--- config.mk ---
export PLATFORM = sky130hd
export DESIGN_NAME = ex_stage
export DESIGN_NICKNAME = d
export VERILOG_FILES = /design/src/mips_pkg.sv /design/src/ex_stage.sv
export SDC_FILE = /design/constraint.sdc
export NUM_CORES = 1
export LEC_CHECK = 0
export BUFFER_PORTS_ARGS = -buffer_cell sky130_fd_sc_hd__buf_2
export CELL_PAD_IN_SITES_DETAIL_PLACEMENT = 1
export CELL_PAD_IN_SITES_GLOBAL_PLACEMENT = 2
export CORE_AREA = 4 4 220 222
export CTS_BUF_LIST = sky130_fd_sc_hd__clkbuf_16
export DETAILED_ROUTE_END_ITERATION = 8
export DIE_AREA = 0 0 224 226
export GPL_TIMING_DRIVEN = 0
export HOLD_SLACK_MARGIN = 0.03
export PLACE_DENSITY_LB_ADDON = 0.1
export SYNTH_ARGS = -nofsm -noshare
export SYNTH_HDL_FRONTEND = slang
export SYNTH_SLANG_ARGS = --single-unit
--- constraint.sdc ---
create_clock -name i_clock -period 0.8 [get_ports i_clock]
set_input_delay 0.16 -clock i_clock [delete_from_list [all_inputs] [get_ports i_clock]]
set_output_delay 0.16 -clock i_clock [all_outputs]
set_load 0.03 [all_outputs]
--- src/mips_pkg.sv ---
`default_nettype none

package mips_pkg;

    localparam int WORD_W    = 32;
    localparam int PC_W      = 32;
    localparam int REG_IDX_W = 5;
    localparam int ALU_OP_W  = 4;

    typedef logic [WORD_W-1:0]    word_t;    // Operands, results, memory data
    typedef logic [PC_W-1:0]      pc_t;      // Program counter and branch targets
    typedef logic [REG_IDX_W-1:0] reg_idx_t; // Register file index
    typedef logic [ALU_OP_W-1:0]  alu_op_t;  // ALU operation code

    // ALU operation codes with shift amounts from operand B[4:0]
    localparam alu_op_t ALU_ADD  = 4'd0;
    localparam alu_op_t ALU_SUB  = 4'd1;
    localparam alu_op_t ALU_AND  = 4'd2;
    localparam alu_op_t ALU_OR   = 4'd3;
    localparam alu_op_t ALU_XOR  = 4'd4;
    localparam alu_op_t ALU_NOR  = 4'd5;
    localparam alu_op_t ALU_SLT  = 4'd6;  // Signed compare
    localparam alu_op_t ALU_SLTU = 4'd7;  // Unsigned compare
    localparam alu_op_t ALU_SLL  = 4'd8;
    localparam alu_op_t ALU_SRL  = 4'd9;
    localparam alu_op_t ALU_SRA  = 4'd10;
    localparam alu_op_t ALU_LUI  = 4'd11; // Operand B low half to upper half

    localparam reg_idx_t LINK_REG = 5'd31; // Return address register

endpackage

`default_nettype wire

--- src/ex_stage.sv ---
`timescale 1ns/10ps
`default_nettype none

module ex_stage (
    input  logic               i_clock,
    input  logic               i_arst_n,
    input  logic               i_reg_write,
    input  logic               i_mem_to_reg,
    input  logic               i_mem_read,
    input  logic               i_mem_write,
    input  logic               i_word_en,
    input  logic               i_halfword_en,
    input  logic               i_byte_en,
    input  logic               i_load_unsigned,
    input  logic               i_branch,
    input  logic               i_alu_src,       // Immediate as operand B
    input  logic               i_r31_ctrl,
    input  mips_pkg::alu_op_t  i_alu_op,
    input  mips_pkg::word_t    i_data_a,
    input  mips_pkg::word_t    i_data_b,
    input  mips_pkg::word_t    i_imm,           // Sign-extended immediate
    input  mips_pkg::reg_idx_t i_dest_reg,
    input  mips_pkg::pc_t      i_pc,
    output mips_pkg::word_t    o_alu_result,
    output mips_pkg::word_t    o_store_data,
    output logic               o_zero,
    output mips_pkg::pc_t      o_branch_addr,
    output logic               o_reg_write,
    output logic               o_mem_to_reg,
    output logic               o_mem_read,
    output logic               o_mem_write,
    output logic               o_word_en,
    output logic               o_halfword_en,
    output logic               o_byte_en,
    output logic               o_load_unsigned,
    output logic               o_branch,
    output logic               o_r31_ctrl,
    output mips_pkg::reg_idx_t o_dest_reg,
    output mips_pkg::pc_t      o_pc
);

    mips_pkg::word_t operand_b;
    mips_pkg::word_t alu_result;
    mips_pkg::pc_t   branch_target;
    logic [4:0]      shamt;

    assign operand_b     = i_alu_src ? i_imm : i_data_b;
    assign shamt         = operand_b[4:0];
    assign branch_target = i_pc + 32'd4 + {i_imm[29:0], 2'b00}; // PC+4 plus word offset

    always_comb begin
        case (i_alu_op)
            mips_pkg::ALU_ADD:  alu_result = i_data_a + operand_b;
            mips_pkg::ALU_SUB:  alu_result = i_data_a - operand_b;
            mips_pkg::ALU_AND:  alu_result = i_data_a & operand_b;
            mips_pkg::ALU_OR:   alu_result = i_data_a | operand_b;
            mips_pkg::ALU_XOR:  alu_result = i_data_a ^ operand_b;
            mips_pkg::ALU_NOR:  alu_result = ~(i_data_a | operand_b);
            mips_pkg::ALU_SLT:  alu_result = {31'd0, $signed(i_data_a) < $signed(operand_b)};
            mips_pkg::ALU_SLTU: alu_result = {31'd0, i_data_a < operand_b};
            mips_pkg::ALU_SLL:  alu_result = i_data_a << shamt;
            mips_pkg::ALU_SRL:  alu_result = i_data_a >> shamt;
            mips_pkg::ALU_SRA:  alu_result = $signed(i_data_a) >>> shamt;
            mips_pkg::ALU_LUI:  alu_result = {operand_b[15:0], 16'd0};
            default:            alu_result = '0;
        endcase
    end

    // EX/MEM pipeline register
    always_ff @(posedge i_clock or negedge i_arst_n) begin
        if (!i_arst_n) begin
            o_alu_result    <= '0;
            o_store_data    <= '0;
            o_zero          <= 1'b0;
            o_branch_addr   <= '0;
            o_reg_write     <= 1'b0;
            o_mem_to_reg    <= 1'b0;
            o_mem_read      <= 1'b0;
            o_mem_write     <= 1'b0;
            o_word_en       <= 1'b0;
            o_halfword_en   <= 1'b0;
            o_byte_en       <= 1'b0;
            o_load_unsigned <= 1'b0;
            o_branch        <= 1'b0;
            o_r31_ctrl      <= 1'b0;
            o_dest_reg      <= '0;
            o_pc            <= '0;
        end else begin
            o_alu_result    <= alu_result;
            o_store_data    <= i_data_b;           // Store data is always rt
            o_zero          <= (alu_result == '0);
            o_branch_addr   <= branch_target;
            o_reg_write     <= i_reg_write;
            o_mem_to_reg    <= i_mem_to_reg;
            o_mem_read      <= i_mem_read;
            o_mem_write     <= i_mem_write;
            o_word_en       <= i_word_en;
            o_halfword_en   <= i_halfword_en;
            o_byte_en       <= i_byte_en;
            o_load_unsigned <= i_load_unsigned;
            o_branch        <= i_branch;
            o_r31_ctrl      <= i_r31_ctrl;
            o_dest_reg      <= i_dest_reg;
            o_pc            <= i_pc;
        end
    end

    // Memory lane decoding downstream relies on a single access size
    a_one_size: assert property (@(posedge i_clock) disable iff (!i_arst_n)
        (i_mem_read || i_mem_write) |-> $onehot0({i_word_en, i_halfword_en, i_byte_en}))
        else $error("ex_stage: more than one access size enabled");

endmodule

`default_nettype wire

==> results.yml <==
timing:
  final-hold-violation-count: 84
  setup_viol: 205
  finalCriticalPeriod_ns: 4.53
  fmax_mhz: 221
  finalSetupTns_ns: -165.36
  rsz0062_at_grt: "true"
  setup_ws_ns: -3.73
  whs_ns: -0.261
  drv_slew: 0
  worst_pin_slew_ns: 1.13
  post-route-period-util: 5.67
  relSlewSlack: 0.243
cts:
  cts_max_level: 4
  cts-buffers-inserted: 17
  tritoncts: "built"
  cts_sinks: 142
  clockRootBuffer: "clkbuf_16"
  clk_pin_slew_ns: 0.06
  clockBufferDepth: 2
global_routing:
  grt_pass1_wl_mm: 143
  overflow: 0
  grt_pass1_vias: 19800
  antenna_found_initial: 8
  grt_start_max_net_pins: 86
  grt_usage: 0.388
synth:
  synth_xor_area_frac: 0.0197
  synth_seq_cells: 142
  yosys_warnings: 0
  synth.distinct_cells: 87
  synth_area_um2: 15600
  async_flop_share: 1.00
  synth_nets: 2129
  synth_area_per_cell_um2: 8.58
  ys.flop_type: "dfrtp_1"
  synth-compound-area-share: 0.256
  synth-edff-count: 0
  yosysTopAreaCell: "dfrtp_1"
  synth_cells: 1815
  synth_top_area_frac: 0.228
  ys_seq_area_frac: 0.228
  synth_top_family_by_area: "compound AO/OA/AOI/OAI gates"
  synth-simple-area-share: 0.151
  synthTopCellsByArea: "dfrtp_1, ha_1, mux4_2"
  yosys.area_share.adder: 0.133
  synthMuxAreaShare: 0.149
route:
  first_pass_iters: 5
  top_layer_used: "met5"
  vias: 19300
  wl_met2_mm: 48.5
  drtAntennaViolNets: 0
  wl_per_cell_um: 34.8
  wl_met1_mm: 40.7
  drt_wl_total_mm: 103
  drt_iter0_drc: 1940
  drc: 0
  viasPerCell: 6.49
  route.met3.wl_mm: 8.93
worst_setup_path:
  critPathRequiredTime_ns: 1.20
  worstSetupStartpointType: "input port"
  cp_common_cell: "buf_12"
  cp-end-kind: "register"
  crit_buf_inv: 8
  critPathMaxStageDelay_ns: 0.55
  path_cells: "buf_12 > mux2i_4 > inv_2 > buf_12 > buf_12 > buf_12 > clkbuf_16 > ha_4 > fa_2 > a21o_1 > a2111oi_4 > buf_4 > a311o_2 > a21oi_4 > o41ai_4 > buf_4 > o21bai_4 > a221oi_2 > o21ai_2 > or3_1 > or4_4 > nor3_2"
  slowest_stage: "or4_4"
  crit_type: "in2reg"
  crit_fanout: 6
  path_delay_family: "compound AO/OA/AOI/OAI gates"
  cp.arrival_ns: 4.93
pwr:
  power.density_nw_per_um2: 1640
  ir_drop_v: 0.00178
  power_switching_mw: 17.7
  p_seq_frac: 0.213
  swShare: 0.439
  power.leakage_nw: 10.6
  intPower_mw: 22.6
  combPwrFrac: 0.565
  p_clk_frac: 0.222
layout:
  final-seq-area_um2: 3560
  multi_input_area_um2: 13200
  syn_to_final_growth_pct: 57.4
  layout.nets: 2661
  drive_above_1_share: 0.389
  reg_top3: "o_alu_result: 32 flops, o_pc: 32 flops, o_store_data: 32 flops"
  fill_cells: 5088
die:
  initial_core_util: 0.336
  dieHeight_um: 226
  rows: 79
  die-area_um2: 50600
  core-area_um2: 46400
  die_x_um: 224
  ios: 294
placed_design:
  gp_congestion: 1.01
  dp_slack_ns: -5.33
  port_buffers: 292
  hpwl_mm: 73.6
outcome:
  status: "finished with violations"
  violations: "hold timing, setup timing"
hold_path:
  hold_path.class: "in2async"
job:
  cap_violations: 0
## metrics by stage
stage          instances  utilization  cell area [um2]  power (mW)  hold WS [ns]
6_report            2969        0.529            24500        40.3        -0.261
5_1_grt             2969        0.529            24500        41.5        -0.193
4_1_cts             2927        0.509            23600        38.4        -0.249
3_5_place_dp        2716        0.401            18600        24.8         0.270
3_3_place_gp        2714        0.400            18500        24.6         0.269
2_1_floorplan       1815            -            16300        18.6        -0.136
## cell usage in the layout (no fill, tap or decap), types with 27 or more instances in the layout
cell           netlist  final
clkbuf_2             0     29
o21ai_0            102     67
nand3_1             35     32
a21oi_1            123     93
buf_2               15    146
nor2_1             149    141
ha_1               161    129
dfrtp_1            142    140
buf_4                4    104
a21o_1              28     28
mux4_2              52     52
inv_1              109     98
mux2i_1            103     67
buf_6                1    193
clkbuf_1           104     41
ha_4                 0     27
nand2_1            117    110
clkbuf_16            0     34
dlygate4sd3_1        0     79
## synth_stat cells, types with 9 or more instances
cell type  count
buf_1         16
o21a_1        13
mux4_2        52
clkbuf_1     104
inv_1        109
xnor2_1       25
a221o_1       11
dfrtp_1      142
nand2_1      117
o22ai_1       29
nand3_1       35
and3_1        16
o211ai_1      26
a21o_1        28
nor4_1        21
mux2i_1      103
and2_1        10
o2111ai_1      9
a32oi_1       12
nand2b_1      17
o21ai_0      102
a31oi_1       17
a221oi_1      23
nor2b_1       15
xor2_1        10
a211oi_1      30
o221ai_1      15
o21bai_1      14
a21oi_1      123
nor3_1        26
buf_2         15
a22oi_1       18
nand4_1       22
or3_1          9
nor2_1       149
ha_1         161
## power by group through the flow
stage,sequential (mW),combinational [mW],clock [mW]
floorplan,10.4,8.23,0
global placement,8.41,16.2,0
detailed placement,8.43,16.3,0
CTS,8.55,20.7,9.07
global route,8.67,23.5,9.35
finish,8.59,22.8,8.96
## timing repair
action,4_1_cts,5_1_grt
pin swaps,87,80
endpoints found under the setup margin,204,207
cloned,1,0
hold buffers,79,1
gates resized for setup,675,130
hold endpoints to repair,165,85
setup buffers,108,52
## logic make-up after synthesis
| kind of cell | count (synthesis) |
|---|---|
| compound gates | 577 |
| fa+ha+maj | 164 |
| simple gates | 480 |
| mux | 165 |
| buf+inv | 252 |
| xor+xnor | 35 |
| flops | 142 |
## per-layer routing
metal  global-route usage  vias up
met5                    0        -
met4                0.172        6
met3               0.0760      281
met2                0.634     1055
met1                0.501     9990
li1                     -     7949
## path summary, 6_finish.rpt
path	start	end	slack [ns]	depth (start not counted)
worst max-delay path	i_alu_src	o_zero$_DFF_PN0_	-3.73	22
worst min-delay path	i_arst_n	o_alu_result[10]$_DFF_PN0_	-0.26	1
max in group asynchronous	i_arst_n	o_store_data[2]$_DFF_PN0_	0.12	2
min in group i_clock	i_pc[2]	o_branch_addr[2]$_DFF_PN0_	0.01	4
## layout make-up
type                            instances  area share
Tap cell                              607      0.0310
Sequential cell                       142       0.145
Antenna cell                            4    0.000408
Inverter                              112      0.0179
Clock inverter                         13     0.00771
Clock buffer                           17      0.0173
Timing Repair Buffer                  523       0.189
Multi-Input combinational cell       1421       0.538
Buffer                                130      0.0543
Power figures use the tool's default switching activity.
