==> config.mk <==
export PLATFORM = sky130hd
export DESIGN_NAME = wb_stage
export DESIGN_NICKNAME = d
export VERILOG_FILES = /design/src/mips_pkg.sv /design/src/wb_stage.sv
export SDC_FILE = /design/constraint.sdc
export NUM_CORES = 1
export LEC_CHECK = 0
export ABC_AREA = 1
export BUFFER_PORTS_ARGS = -buffer_cell sky130_fd_sc_hd__buf_2
export CAP_MARGIN = 15
export CELL_PAD_IN_SITES_DETAIL_PLACEMENT = 0
export CELL_PAD_IN_SITES_GLOBAL_PLACEMENT = 1
export CORE_ASPECT_RATIO = 0.6
export CORE_MARGIN = 2
export CORE_UTILIZATION = 25
export DETAILED_ROUTE_END_ITERATION = 8
export PLACE_DENSITY = 0.87
export SETUP_SLACK_MARGIN = 0.4
export SYNTH_ARGS = -nofsm -noshare
export SYNTH_HDL_FRONTEND = slang
export SYNTH_SLANG_ARGS = --single-unit
==> constraint.sdc <==
create_clock -name vclk -period 2.9
set_input_delay 0.29 -clock vclk [all_inputs]
set_output_delay 0.29 -clock vclk [all_outputs]
set_load 0.02 [all_outputs]
==> src/mips_pkg.sv <==
`default_nettype none

package mips_pkg;

    localparam int WORD_W    = 32;
    localparam int PC_W      = 32;
    localparam int REG_IDX_W = 5;
    localparam int ALU_OP_W  = 4;

    typedef logic [WORD_W-1:0]    word_t;    // Operands, results, memory data
    typedef logic [PC_W-1:0]      pc_t;      // Program counter and branch targets
    typedef logic [REG_IDX_W-1:0] reg_idx_t; // Register file index
    typedef logic [ALU_OP_W-1:0]  alu_op_t;  // ALU operation code

    // ALU operation codes with shift amounts from operand B[4:0]
    localparam alu_op_t ALU_ADD  = 4'd0;
    localparam alu_op_t ALU_SUB  = 4'd1;
    localparam alu_op_t ALU_AND  = 4'd2;
    localparam alu_op_t ALU_OR   = 4'd3;
    localparam alu_op_t ALU_XOR  = 4'd4;
    localparam alu_op_t ALU_NOR  = 4'd5;
    localparam alu_op_t ALU_SLT  = 4'd6;  // Signed compare
    localparam alu_op_t ALU_SLTU = 4'd7;  // Unsigned compare
    localparam alu_op_t ALU_SLL  = 4'd8;
    localparam alu_op_t ALU_SRL  = 4'd9;
    localparam alu_op_t ALU_SRA  = 4'd10;
    localparam alu_op_t ALU_LUI  = 4'd11; // Operand B low half to upper half

    localparam reg_idx_t LINK_REG = 5'd31; // Return address register

endpackage

`default_nettype wire

==> src/wb_stage.sv <==
`timescale 1ns/10ps
`default_nettype none

module wb_stage (
    input  mips_pkg::word_t    i_mem_data,      // Lane already at bit 0
    input  mips_pkg::word_t    i_alu_result,
    input  mips_pkg::reg_idx_t i_dest_reg,
    input  logic               i_reg_write,
    input  logic               i_mem_to_reg,
    input  logic               i_r31_ctrl,
    input  logic               i_halfword_en,
    input  logic               i_byte_en,
    input  logic               i_load_unsigned,
    input  mips_pkg::pc_t      i_pc,
    output logic               o_wb_reg_write,
    output mips_pkg::reg_idx_t o_wb_dest_reg,
    output mips_pkg::word_t    o_wb_data
);

    mips_pkg::word_t load_ext;
    mips_pkg::pc_t   link_addr;

    assign link_addr = i_pc + 32'd8; // Skips the delay slot

    always_comb begin
        if (i_byte_en) begin
            load_ext = i_load_unsigned ? {24'd0, i_mem_data[7:0]}
                                       : {{24{i_mem_data[7]}}, i_mem_data[7:0]};
        end else if (i_halfword_en) begin
            load_ext = i_load_unsigned ? {16'd0, i_mem_data[15:0]}
                                       : {{16{i_mem_data[15]}}, i_mem_data[15:0]};
        end else begin
            load_ext = i_mem_data;
        end
    end

    always_comb begin
        if (i_r31_ctrl) begin
            o_wb_data = link_addr;
        end else if (i_mem_to_reg) begin
            o_wb_data = load_ext;
        end else begin
            o_wb_data = i_alu_result;
        end
    end

    // A link always writes its return address
    assign o_wb_reg_write = i_reg_write | i_r31_ctrl;
    assign o_wb_dest_reg  = i_r31_ctrl ? mips_pkg::LINK_REG : i_dest_reg;

endmodule

`default_nettype wire

==> metrics, run 1 <==
postcts setup bufs 0; drt first pass iters 5; CP max stage cell nand2_1; endpoint type of the worst setup path primary output; Critical Path Source Type input port; vias in the first global route between 2000 and 2500; synth warn 0; register area share after synthesis 0%; placed insts 588; Mapped Area 1760 um2; Cell variety after synth 27; Gate Count Post-Synth between 300 and 400; DR WL/cell around 13 um; chip width between 100 and 150 um; HPWL Detailed approximately 6.4 mm; VDD IR max 0.0000861 V; area post-placement between 2000 and 3000 um2; WHS Path Cells 3; die area 7750 um2; crit-path max FO 24; CP max stage delay around 0.54 ns; Synth top area share 22.6%; post-route ant nets 0; Post-Layout Inst Area 2520 um2; area leader, netlist nand2_1; # resized after CTS 0; Pins Over Slew Limit 0; num rows 23; Reg area 0 um2; layout cells sized above 1 about 36%; top area cells in the synthesized netlist nand2_1 (23%), nor2_1 (15%), a21oi_1 (9.4%); Critical Path AT 1.91 ns; Final setup viols 0; first-pass GRT wire length 12.0 mm; area delta synth->final 43.4%; Starting Density 26.1%; Fin. Hold Viols 0; status finished, final reports clean; most frequent cell after synthesis nand2_1; I/O Buffers 145; Worst Tran Pin Value between 0.7 and 0.8 ns; # fillers about 800; total I/O pin count about 150; Hold Crit Start i_dest_reg[0]; Setup CP Type in2out; PD cells 150 nW/um2; setup repair after global routing missed its margin no; final period utilization 76.0%; min Tclk post-route 2.20 ns; delay-heaviest family, CP simple AND/OR/NAND/NOR gates; initial antenna violation count 0; Non-Filler Instances 588; RD Place Congestion 0.871; Hold WC Path Type in2out; Starting DRT DRC Count 264; Max-Cap Viols 0; WP buf/inv 2; Nets 611; final-layout clock buffer total 0; vias per inst 4.77; Max Fclk 454 MHz; grt ovf 0; Power, Total roughly 0.38 mW; crit-path cells buf_2 -> nand3_1 -> nand2_1 -> o221ai_1 -> o21ai_1 -> buf_2; Data required, critical path 2.61 ns; most common library cells after synthesis nand2_1 (106), nor2_1 (69), a21oi_1 (33); WHS between 0.8 and 0.9 ns; seq_cells 0; Worst slew margin 52.3%; most used cell, CP buf_2; Syn Nets 480; core footprint 6730 um2; hold_buf cts 0; footprint of the multi-input gates 1560 um2; TNS Setup 0 ns; all-layer global routing usage 19.1%; critical path depth 6; Die Ht roughly 69 um; # DRC 0; P_leak 1.37 nW; syn avg cell area 4.73 um2; pin count of the biggest net entering global routing between 50 and 60; routed vias 2802; Antenna diodes 0; routed wire length 7.79 mm; Hold Path End o_wb_dest_reg[0]
## worst min-delay path: stages
cell and delay, ns:
buf_2 0.07, or2_2 0.08, buf_2 0.15
## metal layers
| metal | track usage [%] | vias up | wire length [um] |
|---|---|---|---|
| li1 | - | 1456 | - |
| met1 | 29.7 | 1221 | 3970 |
| met2 | 29.4 | 119 | 3070 |
| met3 | 2.27 | 6 | 714 |
| met4 | 0.762 | 0 | 34 |
| met5 | 0 | - | 0 |
## per-stage QoR
| stage | util, % | worst slack [ns] |
|---|---|---|
| after floorplan | - | 1.31 |
| after global placement | 37.5 | 0.776 |
| after detailed placement | 37.5 | 0.736 |
| after CTS | 37.5 | 0.728 |
| after global routing | 37.5 | 0.500 |
| final | 37.5 | 0.697 |
## placed cells by master (no fill, tap or decap)
master    Yosys  final
nand2_4       2      2
nor3_1        1      1
nor2_4       10     10
o221ai_1      2      2
nand2_2       6      6
inv_1        26     26
o22ai_1       6      6
o21ai_1       9      9
nor2_8        1      1
or2_2         6      6
buf_2         6    145
nor2_2        5      5
nor2_1       69     69
buf_4         1      2
ha_1          1      1
o21ai_0      25     25
and2_1        4      4
nand3_1      32     32
inv_2         3      3
inv_4         1      1
a22oi_1       1      1
xor2_1        3      3
a21oi_1      33     33
or2_1         2      2
nand2_1     106    106
## kinds of logic (layout without fill, tap and decap cells)
group	after synthesis	after routing	share of synthesized area (%)
fa+ha+maj	1	1	0.711
buf+inv	48	177	11.5
simple gates	244	244	63.7
compound gates	76	76	22.6
xor+xnor	3	3	1.49
## worst max path at each step
stage / startpoint / endpoint / slack [ns]
6_report: i_byte_en / o_wb_data[12] / 0.70
5_1_grt: i_byte_en / o_wb_data[12] / 0.50
3_3_place_gp: i_byte_en / o_wb_data[12] / 0.78
2_1_floorplan: i_pc[3] / o_wb_data[17] / 1.31
4_1_cts: i_byte_en / o_wb_data[12] / 0.73
3_5_place_dp: i_byte_en / o_wb_data[12] / 0.74
## where the power goes
part           switching, mW  internal (mW)
logic                  0.237          0.142
clock network              0              0
registers                  0              0
total                  0.237          0.142
## cell type report
class                           count  area share [%]
Inverter                           30            4.56
Multi-Input combinational cell    324            61.8
Tap cell                           87            4.32
Timing Repair Buffer              147            29.4
Power figures use the tool's default switching activity.
==> run 2: changes to the inputs <==
- ABC_AREA: 1 -> 0
- CORE_UTILIZATION: 25 -> 22
- PLACE_DENSITY: 0.87 -> 0.77
- clock period: 2.9 -> 2 ns (I/O delays scaled with it)
==> run 2 against run 1 <==
Worst hold slack got worse by 0.18 ns. Design area is 32% higher. Global-route usage decreased by 0.17 points. Non-clock buffer count increased by 45. Critical path type unchanged. Critical endpoint is now o_wb_data[31].
==> metrics, run 2 <==
status finished, final reports clean; Cell variety after synth 41 (+52%); Starting Density 22.7% (-3.4 points); HPWL Detailed 6.71 mm (+4.1%); Power, Total 0.723 mW (+91%); footprint of the multi-input gates 1890 um2 (+21%); drt first pass iters 4 (-1); syn avg cell area 6.17 um2 (+30%); Most Used Layer, Global Route met1; Syn Nets 377 (-21%); commonest non-fill, non-tap cell in the layout buf_2; met2 usage 29.1% (-0.33 points); Reg area 0 um2 (unchanged); DR WL/cell 15.5 um (+17%); grt ovf 0 (unchanged); Synth top area share 10.6% (-12 points); total I/O pin count 145 (unchanged); layout cells sized above 1 54.4% (+18 points); Die Ht 71.3 um (+3.3%); endpoint type of the worst setup path primary output; vias per inst 5.03 (+5.5%); Place WS 0.0294 ns (-0.707 ns); all-layer global routing usage 19.0% (-0.17 points); GR Layer Usage met3 1.44% (-0.83 points); crit-path max FO 5 (-79%); Gate Count Post-Synth 269 (-28%); # DRC 0 (unchanged); Critical Path AT 1.74 ns (-0.17 ns); routed vias 2739 (-2.2%); die area 8270 um2 (+6.8%); top area cells in the synthesized netlist nand2b_1 (11%), a21oi_1 (7.5%), xnor2_1 (6.3%); Max-Cap Viols 0 (unchanged); GR Util met1 30.2% (+0.51 points); min Tclk post-route approximately 1.9 ns; Starting DRT DRC Count 140 (-47%); P_leak 1.49 nW (+8.8%); most frequent cells in the layout buf_2 (108), buf_4 (54), nand2b_1 (28); Final setup viols 0 (unchanged); # fillers 781 (-2.7%); post-route setup slack 0.0563 ns (-0.641 ns); core footprint 7300 um2 (+8.4%); PD cells 217 nW/um2 (+44%); Critical Path Source Type input port; RD Place Congestion 0.871 (about the same); post-route ant nets 0 (unchanged); chip width 116 um (+3.4%); final period utilization a little over nine tenths; vias in the first global route 2538 (+5.8%); setup repair after global routing missed its margin yes; Hold WC Path Type in2out; Fin. Hold Viols 0 (unchanged); seq_cells 0 (unchanged); VDD IR max 0.0000797 V (-7.5%); Pins Over Slew Limit 0 (unchanged); register area share after synthesis 0% (unchanged); Max Fclk 514 MHz; most frequent cell after synthesis nand2b_1; Mapped Area 1660 um2 (-5.7%); initial antenna violation count 0 (unchanged); Non-Filler Instances 545 (-7.3%); routed wire length 8.46 mm (+8.6%); Setup CP Type in2out; pin count of the biggest net entering global routing 32 (-37%); num rows 24 (+4.3%); Antenna diodes 0 (unchanged); final-layout clock buffer total 0 (unchanged); TNS Setup 0 ns (unchanged); most common library cells after synthesis nand2b_1 (28), a21oi_1 (25), nand2_1 (22); Worst Tran Pin Value 0.493 ns (-0.221 ns); area leader, netlist nand2b_1; synth warn 0 (unchanged); area delta synth->final 101%; Data required, critical path 1.80 ns (-0.81 ns); Nets 551 (-9.8%); I/O Buffers 145 (unchanged); placed insts 529 (-10%); Worst slew margin 66.8% (+15 points); first-pass GRT wire length 12.7 mm (+6.1%)
==> run 2: worst max-delay path: stages <==
cell	delay, ns
buf_2	0.11
nand4_1	0.12
or4_4	0.56
or4b_1	0.48
o211ai_1	0.10
buf_4	0.17
==> run 2: cell families (layout without fill, tap and decap cells) <==
logic type / Yosys count / after routing / share of synthesized area (%)
mux: 10 / 10 / 6.03
compound gates: 81 / 81 / 30.8
fa+ha+maj: 1 / 1 / 0.754
simple gates: 141 / 141 / 50.3
xor+xnor: 13 / 13 / 6.86
buf+inv: 23 / 195 / 5.20
==> run 2: area by class of cell <==
| cell class | instances | share of cell area [%] |
|---|---|---|
| well taps | 104 | 3.91 |
| multi-input cells | 246 | 56.6 |
| repair buffers | 192 | 39.1 |
| inverters | 3 | 0.338 |
==> run 2: where the power goes <==
group | switching [mW] | internal (mW)
clock | 0 | 0
combinational | 0.390 | 0.333
sequential | 0 | 0
total | 0.390 | 0.333
==> run 2: layer usage <==
| metal | part of all wire [%] | vias up |
|---|---|---|
| li1 | - | 1378 |
| met1 | 51 | 1244 |
| met2 | 42 | 111 |
| met3 | 6.8 | 6 |
| met4 | 0.73 | 0 |
| met5 | 0 | - |
==> run 2: metrics by stage <==
stage | cell area [um2] | hold WS [ns] | util, %
floorplan | 1750 | 0.529 | -
global placement | 2750 | 0.698 | 37.6
detailed placement | 2750 | 0.698 | 37.6
CTS | 3080 | 0.698 | 42.2
global route | 3330 | 0.702 | 45.6
finish | 3330 | 0.697 | 45.6
==> run 2: path summary, 6_finish.rpt <==
check | start | end | slack (ns) | cells past startpoint
hold / removal | i_dest_reg[1] | o_wb_dest_reg[1] | 0.70 | 3
setup / recovery | i_pc[27] | o_wb_data[31] | 0.06 | 6
==> run 2: repair_timing <==
item,4_1_cts,5_1_grt
setup buffers,10,6
endpoints found under the setup margin,18,31
gates resized for setup,61,44
pin swaps,14,21
hold buffers,0,0
